## config.mk

```make
export PLATFORM = sky130hd
export DESIGN_NAME = csr_unit
export DESIGN_NICKNAME = d
export VERILOG_FILES = /design/src/logic/csr_pkg.sv /design/src/logic/csr_reg.sv /design/src/logic/csr_counter.sv /design/src/logic/csr_file.sv /design/src/logic/csr_trap_ctrl.sv /design/src/logic/csr_unit.sv
export SDC_FILE = /design/constraint.sdc
export NUM_CORES = 1
export LEC_CHECK = 0
export ABC_AREA = 1
export BUFFER_PORTS_ARGS = -buffer_cell sky130_fd_sc_hd__buf_2
export CAP_MARGIN = 15
export CORE_UTILIZATION = 36
export CTS_CLUSTER_SIZE = 10
export DETAILED_ROUTE_END_ITERATION = 16
export GPL_TIMING_DRIVEN = 0
export PLACE_DENSITY = 0.58
export RECOVER_POWER = 100
export SYNTH_ARGS = -nofsm -noshare
export SYNTH_HDL_FRONTEND = slang
export SYNTH_SLANG_ARGS = --single-unit
```

## constraint.sdc

```tcl
create_clock -name clk -period 8.91 [get_ports clk]
set_clock_uncertainty 0.1 [all_clocks]
set_input_delay 1.782 -clock clk [delete_from_list [all_inputs] [get_ports clk]]
set_output_delay 1.782 -clock clk [all_outputs]
set_load 0.01 [all_outputs]
```

## src/logic/csr_pkg.sv

```systemverilog
// CSR addresses, reset values, mstatus bit positions, operation codes and CSR bus types
package csr_pkg;

  typedef logic [31:0] word_t;
  typedef logic [11:0] csr_addr_t;

  // rs1 index for register forms, immediate for the I forms
  typedef logic [4:0] zimm_t;

  // funct3 encoding of the Zicsr instructions
  typedef enum logic [2:0] {
    CSRRW  = 3'd1,
    CSRRS  = 3'd2,
    CSRRC  = 3'd3,
    CSRRWI = 3'd5,
    CSRRSI = 3'd6,
    CSRRCI = 3'd7
  } csr_op_t;

  // machine mode CSR addresses
  localparam csr_addr_t ADDR_MSTATUS  = 12'h300;
  localparam csr_addr_t ADDR_MIE      = 12'h304;
  localparam csr_addr_t ADDR_MTVEC    = 12'h305;
  localparam csr_addr_t ADDR_MSCRATCH = 12'h340;
  localparam csr_addr_t ADDR_MEPC     = 12'h341;
  localparam csr_addr_t ADDR_MCAUSE   = 12'h342;
  localparam csr_addr_t ADDR_MCYCLE   = 12'hB00;
  localparam csr_addr_t ADDR_MHARTID  = 12'hF14;

  localparam word_t MTVEC_RESET = 32'h0000_0100;
  localparam word_t HART_ID     = 32'h0000_0000;

  // mstatus interrupt enable bits
  localparam int unsigned MSTATUS_MIE  = 3;
  localparam int unsigned MSTATUS_MPIE = 7;

  // request from the core, 53 bits
  typedef struct packed {
    logic      valid;
    csr_addr_t addr;
    csr_op_t   op;
    zimm_t     zimm;
    word_t     rs1_data;
  } csr_req_t;

  // old value of the CSR, one cycle after the request
  typedef struct packed {
    logic  valid;
    word_t rdata;
    logic  illegal;
  } csr_resp_t;

  typedef struct packed {
    logic  valid;
    word_t cause;
    word_t pc;
  } trap_req_t;

  // side-effect write, wins over a software write
  typedef struct packed {
    logic  enable;
    word_t data;
  } csr_ext_wr_t;

  typedef struct packed {
    csr_ext_wr_t mstatus;
    csr_ext_wr_t mepc;
    csr_ext_wr_t mcause;
  } trap_upd_t;

  // one-hot register select out of the address decoder
  typedef struct packed {
    logic mstatus;
    logic mie;
    logic mtvec;
    logic mscratch;
    logic mepc;
    logic mcause;
    logic mcycle;
    logic mhartid;
  } csr_sel_t;

endpackage

```

## src/logic/csr_reg.sv

```systemverilog
// single CSR with Zicsr read-modify-write logic and a priority external write port
module csr_reg #(
  parameter int unsigned      Width      = 32,
  parameter logic [Width-1:0] ResetValue = '0,
  parameter bit               Writable   = 1'b1
) (
  input  logic                 clk,
  input  logic                 reset,
  input  logic                 enable,
  input  csr_pkg::csr_op_t     op,
  input  csr_pkg::zimm_t       zimm,
  input  csr_pkg::word_t       rs1_data,
  input  csr_pkg::csr_ext_wr_t ext,
  output csr_pkg::word_t       next_value,
  output csr_pkg::word_t       value
);
  import csr_pkg::*;

  logic [Width-1:0] data;
  logic [Width-1:0] source;
  logic [Width-1:0] result;

  // I forms take zimm zero-extended
  always_comb begin
    if (op == CSRRWI || op == CSRRSI || op == CSRRCI) begin
      source = Width'(zimm);
    end else begin
      source = Width'(rs1_data);
    end
  end

  // set and clear only write when zimm (or the rs1 index) is nonzero
  always_comb begin
    result = data;
    if (enable) begin
      case (op)
        CSRRW, CSRRWI: result = source;
        CSRRS, CSRRSI: begin
          if (zimm != '0) begin
            result = data | source;
          end
        end
        CSRRC, CSRRCI: begin
          if (zimm != '0) begin
            result = data & ~source;
          end
        end
        default: result = data;
      endcase
    end
  end

  if (Writable) begin : g_store
    always_ff @(posedge clk) begin
      if (reset) begin
        data <= ResetValue;
      end else if (ext.enable) begin
        data <= ext.data[Width-1:0];
      end else begin
        data <= result;
      end
    end
    assign next_value = word_t'(result);
  end else begin : g_const
    // read-only, value fixed at elaboration
    assign data       = ResetValue;
    assign next_value = word_t'(data);
  end

  assign value = word_t'(data);

endmodule

```

## src/logic/csr_counter.sv

```systemverilog
// free-running mcycle counter with software write access
module csr_counter (
  input  logic             clk,
  input  logic             reset,
  input  logic             enable,
  input  csr_pkg::csr_op_t op,
  input  csr_pkg::zimm_t   zimm,
  input  csr_pkg::word_t   rs1_data,
  output csr_pkg::word_t   value
);
  import csr_pkg::*;

  word_t       next_value;
  csr_ext_wr_t step;

  // ext port is always on, so the stored value is the
  // software result plus one, every cycle
  assign step = '{enable: 1'b1, data: next_value + 32'd1};

  csr_reg #(
    .Width     (32),
    .ResetValue('0),
    .Writable  (1'b1)
  ) i_csr_reg (
    .clk       (clk),
    .reset     (reset),
    .enable    (enable),
    .op        (op),
    .zimm      (zimm),
    .rs1_data  (rs1_data),
    .ext       (step),
    .next_value(next_value),
    .value     (value)
  );

endmodule

```

## src/logic/csr_file.sv

```systemverilog
// CSR address decode, register instances, read mux and registered response
module csr_file (
  input  logic               clk,
  input  logic               reset,
  input  csr_pkg::csr_req_t  req,
  input  csr_pkg::trap_upd_t upd,
  output csr_pkg::csr_resp_t resp,
  output csr_pkg::word_t     mstatus,
  output csr_pkg::word_t     mtvec,
  output csr_pkg::word_t     mepc
);
  import csr_pkg::*;

  csr_sel_t    sel;
  csr_sel_t    wr_en;
  logic        writes;
  logic        illegal;
  word_t       mie;
  word_t       mscratch;
  word_t       mcause;
  word_t       mcycle;
  word_t       mhartid;
  word_t       rdata;

  // the only place an address is compared
  always_comb begin
    sel = '0;
    case (req.addr)
      ADDR_MSTATUS:  sel.mstatus  = 1'b1;
      ADDR_MIE:      sel.mie      = 1'b1;
      ADDR_MTVEC:    sel.mtvec    = 1'b1;
      ADDR_MSCRATCH: sel.mscratch = 1'b1;
      ADDR_MEPC:     sel.mepc     = 1'b1;
      ADDR_MCAUSE:   sel.mcause   = 1'b1;
      ADDR_MCYCLE:   sel.mcycle   = 1'b1;
      ADDR_MHARTID:  sel.mhartid  = 1'b1;
      default:       sel = '0;
    endcase
  end

  // set or clear with zimm zero is a pure read
  assign writes  = (req.op == CSRRW) || (req.op == CSRRWI) || (req.zimm != '0);
  assign illegal = (sel == '0) || (sel.mhartid && writes);
  assign wr_en   = (req.valid && !illegal) ? sel : '0;

  csr_reg #(.ResetValue('0)) i_mstatus (
    .clk(clk), .reset(reset), .enable(wr_en.mstatus),
    .op(req.op), .zimm(req.zimm), .rs1_data(req.rs1_data),
    .ext(upd.mstatus), .next_value(), .value(mstatus)
  );

  csr_reg #(.ResetValue('0)) i_mie (
    .clk(clk), .reset(reset), .enable(wr_en.mie),
    .op(req.op), .zimm(req.zimm), .rs1_data(req.rs1_data),
    .ext('0), .next_value(), .value(mie)
  );

  csr_reg #(.ResetValue(MTVEC_RESET)) i_mtvec (
    .clk(clk), .reset(reset), .enable(wr_en.mtvec),
    .op(req.op), .zimm(req.zimm), .rs1_data(req.rs1_data),
    .ext('0), .next_value(), .value(mtvec)
  );

  csr_reg #(.ResetValue('0)) i_mscratch (
    .clk(clk), .reset(reset), .enable(wr_en.mscratch),
    .op(req.op), .zimm(req.zimm), .rs1_data(req.rs1_data),
    .ext('0), .next_value(), .value(mscratch)
  );

  csr_reg #(.ResetValue('0)) i_mepc (
    .clk(clk), .reset(reset), .enable(wr_en.mepc),
    .op(req.op), .zimm(req.zimm), .rs1_data(req.rs1_data),
    .ext(upd.mepc), .next_value(), .value(mepc)
  );

  csr_reg #(.ResetValue('0)) i_mcause (
    .clk(clk), .reset(reset), .enable(wr_en.mcause),
    .op(req.op), .zimm(req.zimm), .rs1_data(req.rs1_data),
    .ext(upd.mcause), .next_value(), .value(mcause)
  );

  csr_counter i_mcycle (
    .clk(clk), .reset(reset), .enable(wr_en.mcycle),
    .op(req.op), .zimm(req.zimm), .rs1_data(req.rs1_data),
    .value(mcycle)
  );

  // hart id is constant, writes are caught as illegal above
  csr_reg #(.ResetValue(HART_ID), .Writable(1'b0)) i_mhartid (
    .clk(clk), .reset(reset), .enable(wr_en.mhartid),
    .op(req.op), .zimm(req.zimm), .rs1_data(req.rs1_data),
    .ext('0), .next_value(), .value(mhartid)
  );

  // old value of the selected register, zero when illegal
  always_comb begin
    rdata = '0;
    if (!illegal) begin
      case (1'b1)
        sel.mstatus:  rdata = mstatus;
        sel.mie:      rdata = mie;
        sel.mtvec:    rdata = mtvec;
        sel.mscratch: rdata = mscratch;
        sel.mepc:     rdata = mepc;
        sel.mcause:   rdata = mcause;
        sel.mcycle:   rdata = mcycle;
        sel.mhartid:  rdata = mhartid;
        default:      rdata = '0;
      endcase
    end
  end

  always_ff @(posedge clk) begin
    resp.rdata   <= rdata;
    resp.illegal <= req.valid && illegal;
    if (reset) begin
      resp.valid <= 1'b0;
    end else begin
      resp.valid <= req.valid;
    end
  end

endmodule

```

## src/logic/csr_trap_ctrl.sv

```systemverilog
// trap entry and mret updates of mstatus, mepc, mcause and the fetch redirect
module csr_trap_ctrl (
  input  logic               clk,
  input  logic               reset,
  input  csr_pkg::trap_req_t trap,
  input  logic               mret,
  input  csr_pkg::word_t     mstatus,
  input  csr_pkg::word_t     mtvec,
  input  csr_pkg::word_t     mepc,
  output csr_pkg::trap_upd_t upd,
  output logic               redirect_valid,
  output csr_pkg::word_t     redirect_pc
);
  import csr_pkg::*;

  word_t mstatus_next;
  word_t target;

  // trap wins if both arrive together
  always_comb begin
    mstatus_next = mstatus;
    if (trap.valid) begin
      // stack the interrupt enable and disable
      mstatus_next[MSTATUS_MPIE] = mstatus[MSTATUS_MIE];
      mstatus_next[MSTATUS_MIE]  = 1'b0;
    end else if (mret) begin
      // restore the enable, MPIE set afterwards
      mstatus_next[MSTATUS_MIE]  = mstatus[MSTATUS_MPIE];
      mstatus_next[MSTATUS_MPIE] = 1'b1;
    end
  end

  assign upd.mstatus = '{enable: trap.valid || mret, data: mstatus_next};
  assign upd.mepc    = '{enable: trap.valid, data: trap.pc};
  assign upd.mcause  = '{enable: trap.valid, data: trap.cause};

  // direct mode only, base is word aligned
  assign target = trap.valid ? {mtvec[31:2], 2'b00} : mepc;

  always_ff @(posedge clk) begin
    redirect_pc <= target;
    if (reset) begin
      redirect_valid <= 1'b0;
    end else begin
      redirect_valid <= trap.valid || mret;
    end
  end

endmodule

```

## src/logic/csr_unit.sv

```systemverilog
// machine mode CSR unit top, register file plus trap and mret control
module csr_unit (
  input  logic               clk,
  input  logic               reset,
  input  csr_pkg::csr_req_t  req,
  input  csr_pkg::trap_req_t trap,
  input  logic               mret,
  output csr_pkg::csr_resp_t resp,
  output logic               redirect_valid,
  output csr_pkg::word_t     redirect_pc
);
  import csr_pkg::*;

  trap_upd_t upd;
  word_t     mstatus;
  word_t     mtvec;
  word_t     mepc;

  csr_file i_csr_file (
    .clk    (clk),
    .reset  (reset),
    .req    (req),
    .upd    (upd),
    .resp   (resp),
    .mstatus(mstatus),
    .mtvec  (mtvec),
    .mepc   (mepc)
  );

  // reads current state, writes back through the ext ports
  csr_trap_ctrl i_csr_trap_ctrl (
    .clk           (clk),
    .reset         (reset),
    .trap          (trap),
    .mret          (mret),
    .mstatus       (mstatus),
    .mtvec         (mtvec),
    .mepc          (mepc),
    .upd           (upd),
    .redirect_valid(redirect_valid),
    .redirect_pc   (redirect_pc)
  );

endmodule

```

; ---- Word-level counts from Yosys, hierarchy flattened
; Cells that the tools add are included.
[op_classes]
muxes = 50
bitwise_logic = 16
eq_ne = 21
reduce_logical = 28
add_sub_neg = 1
[ops]
columns = cell, n
row1 = $mux 32, 28
row2 = $pmux 32 s3, 7
row3 = $and 32x32->32, 7
row4 = $or 32x32->32, 7
row5 = $eq 12x10->1 const B, 6
row6 = $add 32x1->32 const B, 1
row7 = $not 32->32, 1
row8 = $eq 12x12->1 const B, 2
row9 = $mux 8, 3
row10 = $reduce_and 4->1, 5
row11 = $mux 1, 12
row12 = $reduce_and 5->1, 2
row13 = $eq 3x3->1 const B, 3
row14 = $logic_not 8->1, 1
row15 = $reduce_bool 4->1, 2
row16 = $eq 3x2->1 const B, 2
row17 = $logic_or 1x1->1, 6
row18 = $ne 3x1->1 const B, 2
row19 = $ne 3x2->1 const B, 2
row20 = $reduce_bool 2->1, 3
row21 = $reduce_or 2->1, 3
row22 = $reduce_bool 5->1, 1
row23 = $ne 2x1->1 const B, 2
row24 = $eq 3x1->1 const B, 1
row25 = other kinds (5), 7
[totals]
out_inout_bits = 67
inputBits = 121
wordCells = 130
regBits = 291

; ---- Depth between registers and ports, before layout
[depth]
depth_word = 10
depth_mapped = 24
ltp_nobuf = 23

; ---- By module
; From an unflattened synthesis, not the netlist that was laid out.
[hier_totals]
cells_unflattened = 5488
area_unflattened_um2 = 28884.0
[modules_own_cells]
columns = mod, seq_area_each_um2, cells_each, n_inst, area_each_um2
row1 = csr_reg (i_csr_file.i_mcause ...), 640.6, 590, 6, 3037.9
row2 = csr_file, 680.7, 859, 1, 4322.9
row3 = csr_reg (i_csr_file.i_mtvec), 640.6, 589, 1, 3042.9
row4 = csr_trap_ctrl, 660.6, 242, 1, 1858.0
row5 = csr_counter, 0.0, 193, 1, 948.4
row6 = csr_reg (i_csr_file.i_mhartid), 0.0, 65, 1, 484.2

; ---- Worst setup path after synthesis
; OpenSTA, ideal clock, no wires.
[synth_timing]
kind = in2reg
startpoint = input req[38] in the netlist's numbering
endpoint = register i_csr_file.i_mcycle.i_csr_reg.data[26] (netlist: i_csr_file.i_mcycle.i_csr_reg.value[26])
setup_ps = 113
cell_stages = 23
t_required_ps = 8697
path_buffers = 2
setup_slack_ps = 4629
t_arrival_ps = 4068
path_cell_list = inv_1 > ha_1 > buf_6 > nand2_2 > nand3_4 > inv_2 > buf_6 > nand2_1 > nand2_2 > nand2_1 > nand2_1 > nand2_1 > o211ai_1 > nor2_1 > nor2_2 > ha_1 > nand3_2 > nor2_4 > nand3_2 > nor2_2 > nand3_1 > nor2_1 > nor2_1
[synth_via]
elab_chain_len = 10
elab_cells_between_ends = 27
cone_classes = add/sub (1) / eq/ne (6) / mux (6) / bitwise (3) / reduce/logical (11)
[synth_rtl]
columns = element, line
row1 = "start, declared", csr_unit.sv:5  ; input csr_pkg::csr_req_t req,
row2 = "$eq 3x3->1, or another cell as far along", "csr_reg.sv:25, csr_reg.sv:36, csr_file.sv:42"
row3 = $logic_or 1x1->1 (on tied branches) (2 in a row), "csr_reg.sv:25, csr_file.sv:42"
row4 = $mux 32 / $logic_and 1x1->1 (equally long branches), "csr_reg.sv:25, csr_file.sv:43"
row5 = $not 32->32 / $logic_or 1x1->1 (equally long branches), "csr_reg.sv:45, csr_file.sv:43"
row6 = $and 32x32->32 / $logic_not 1->1 (equally long branches), "csr_reg.sv:45, csr_file.sv:44"
row7 = $mux 32 / $logic_and 1x1->1 (equally long branches), "csr_reg.sv:44, csr_file.sv:44"
row8 = $pmux 32 s3 / $mux 8 (equally long branches), "csr_reg.sv:36, csr_file.sv:44"
row9 = $mux 32 *, csr_reg.sv:35  ; if (enable) begin
row10 = $add 32x1->32 *, csr_counter.sv:18  ; assign step = '{enable: 1'b1, data: next_value + 32'd1};
row11 = "end signal, assigned", csr_reg.sv:56  ; data <= ResetValue;
row12 = "end signal, assigned", csr_reg.sv:58  ; data <= ext.data[Width-1:0];
row13 = "end signal, assigned", csr_reg.sv:60  ; data <= result;
row14 = "end, declared", csr_reg.sv:19  ; logic [Width-1:0] data;
; Mark *: on every way between the ends. The rest lies on a longest branch, timed or not.
; A chain may end at the register's enable or synchronous reset.

; ---- Worst setup path after layout
[layout_timing]
startpoint = input req[37] in the netlist's numbering
endpoint = register i_csr_file.i_mcycle.i_csr_reg.data[26] (netlist: i_csr_file.i_mcycle.i_csr_reg.value[26])
; Same word-level chain as after synthesis.

==> metrics.yaml <==
core.rowCount: 78
antenna_found_initial: 2
setup_viol: 0
layout_min_cycle_time_ns: 6.12
ir_worst_vdd_uv: 130
tns_ns: 0
finalCritPeriodShare: 0.687
synth_edf_count: 0
most-common-layout-cells: "525 x nand2_1, 374 x o21ai_0, 291 x dfxtp_1, 249 x inv_1, 228 x nor2_1"
via_count: 20000
dp_slack_ns: 3.41
globalplace.congestion: 1.03
area_growth_pct: 15.7
remaining_drc_errors: 0
die_h_um: 216
wl_per_cell_um: 25.5
grt_max_degree: 11
cp-startpoint: "req[37]"
hold_buffers: 0
grt_pass1_wl_um: 122000
syn_area_um2: 16500
first_pass_iters: 6
yosys.area.top_type_share: 0.352
core_um2: 45400
antenna_left: 0
required_ns: 9.31
worstMarginPinSlew_ns: 1.80
start_util: 0.364
cts_resized: 0
clkSinkCount: 291
drt_wl_total_um: 85800
critPathArrivalTime_ns: 6.53
synthArstFlopShare: 0
cts_setup_buffers: 0
r2r_start: "i_csr_file.i_mcycle.i_csr_reg.value[0]$_SDFF_PP0_"
r2r_slack_ns: 6.23
finalWorstSetupSlack_ns: 2.79
critPathMaxStageDelay_ns: 0.78
synthDistinctLibCells: 48
regArea_um2: 5830
crit_chain: "clkbuf_1 > ha_1 > clkbuf_1 > nand2_1 > nand3_1 > clkbuf_1 > nor2_1 > inv_1 > o21ai_0 > o21ai_0 > nor2_2 > nand3_1 > nor2_1 > nand3_1 > nand2_1 > nand2_1 > nor2_1"
die_w_um: 216
startpoint_type: "input port"
io_pins: 188
drv_slew: 19
regToRegEndpoint: "i_csr_file.i_mcycle.i_csr_reg.value[26]$_SDFF_PP0_"
power.density_cell_area_nw_per_um2: 168
final_common_cell: "nand2_1"
synthCells: 2521
yosysWarnings: 0
total_leakage_power_nw: 7.95
finalNetCount: 2872
ys_ff_latch: 291
numCtsBuffers: 37
slew_headroom: -0.211
max_freq_mhz: 163
synth_area_leaders: "dfxtp_1 35%, nand2_1 12%, o21ai_0 11%, a21oi_1 6.0%, inv_1 5.6%"
cpMaxStageDelayCell: "nor2_1"
fillers: 4875
violations: "capacitance limit, slew limit"
rsz0062_at_grt: "false"
io_buffers: 185
yosys.area.top_type: "dfxtp_1"
syn_nets: 2647
track_usage: 0.355
yosysSeqAreaShare: 0.352
layout-drive-gt1-share: 0.0945
cts_max_path_buffers: 3
dpl.hpwl_um: 65200
hold_violations: 0
drv_cap: 2
path_class: "in2reg"
crit_fanout: 10
r2r_cells: 15
path_clk_slew_ns: 0.05
cts_max_level: 2
cp-end-kind: "register"
hold_path_class: "reg2reg"
grt_pass1_vias: 18200
status: "finished, violations left"
die_area_um2: 46800
multi_input_area_um2: 8950
grt_overflow_total: 0
viasPerCell: 5.96
cts_tree: "yes"
clockRootBuffer: "clkbuf_16"
avgSynthCellArea_um2: 6.56
crit_path_end: "i_csr_file.i_mcycle.i_csr_reg.value[26]$_SDFF_PP0_"
clock_latency_ns: 0.58
drt_iter0_markers: 3156
ys_dominant_reg_cell: "dfxtp_1"
==> power by group <==
| group | switching (mW) | internal (mW) |
|---|---|---|
| Combinational | 0.340 | 0.104 |
| Sequential | 0.0200 | 1.33 |
| Clock | 0.619 | 0.800 |
==> flip-flops by register name (all words and copies together), names as in the netlist <==
register,count
i_csr_trap_ctrl.redirect_valid,1
i_csr_file.i_mepc.value,32
i_csr_file.i_mstatus.value,32
i_csr_trap_ctrl.redirect_pc,32
i_csr_file.i_mtvec.value,32
i_csr_file.i_mcycle.i_csr_reg.value,32
i_csr_file.i_mcause.value,32
i_csr_file.i_mie.value,32
i_csr_file.resp,34
i_csr_file.i_mscratch.value,32
==> worst max-delay path: cells and delay by family <==
| family | cells | cell delay (ns) |
|---|---|---|
| AOI/OAI and AO/OA | 2 | 0.69 |
| buffers and inverters | 4 | 1.16 |
| adders and majority gates | 1 | 0.21 |
| and+or+nand+nor | 10 | 2.67 |
==> logic make-up (layout without fill, tap and decap cells) <==
kind of cell,count (synthesis),count (layout),synth area share
buffers and inverters,427,669,0.101
AOI/OAI and AO/OA,828,828,0.290
other,0,1,0
DFF,291,291,0.352
adders and majority gates,5,5,0.00378
and+or+nand+nor,970,970,0.253
==> metrics by stage <==
stage	cell area [µm²]	util	instances	hold slack (ns)	power (mW)
2_1_floorplan	16500	-	2521	0.332	1.60
3_3_place_gp	18200	0.401	3306	0.355	1.80
3_5_place_dp	18200	0.401	3306	0.357	1.80
4_1_cts	19300	0.425	3362	0.366	3.19
5_1_grt	19100	0.421	3363	0.392	3.29
6_report	19100	0.422	3364	0.369	3.22
==> worst min path at each step <==
stage	start	to	slack [ns]	cells past startpoint
floorplan	i_csr_file.i_mtvec.value[5]$_SDFFE_PP0P_	i_csr_trap_ctrl.redirect_pc[5]$_DFF_P_	0.33	2
global placement	i_csr_file.i_mie.value[24]$_SDFFE_PP0P_	i_csr_file.i_mie.value[24]$_SDFFE_PP0P_	0.36	2
detailed placement	i_csr_file.i_mie.value[24]$_SDFFE_PP0P_	i_csr_file.i_mie.value[24]$_SDFFE_PP0P_	0.36	2
CTS	i_csr_file.i_mie.value[24]$_SDFFE_PP0P_	i_csr_file.i_mie.value[24]$_SDFFE_PP0P_	0.37	2
global route	i_csr_file.i_mie.value[22]$_SDFFE_PP0P_	i_csr_file.i_mie.value[22]$_SDFFE_PP0P_	0.39	2
finish	i_csr_file.i_mie.value[24]$_SDFFE_PP0P_	i_csr_file.i_mie.value[24]$_SDFFE_PP0P_	0.37	2
==> metal layers <==
metal,share of wire,track usage
met1,0.41,0.477
met2,0.42,0.533
met3,0.12,0.0897
met4,0.049,0.160
met5,0.00015,0
==> final cells by class <==
type,instances,share of cell area
antenna,1,0.000131
buffer,161,0.0351
clock buffer,49,0.0534
clock inverter,7,0.00321
inverter,266,0.0522
multi-input combinational,1803,0.468
sequential,291,0.305
tap,600,0.0392
timing repair buffer,186,0.0441
==> synth_stat cells (22+ instances only) <==
master,number
o211ai_1,28
buf_1,22
inv_1,245
nor3_1,56
clkbuf_1,116
nand2_1,523
a211oi_1,95
dfxtp_1,291
o21ai_0,370
nand3_1,65
a31oi_1,47
nor2_1,221
a21oi_1,198
nand4_1,38
nand2_2,24
Power figures use the tool's default switching activity.
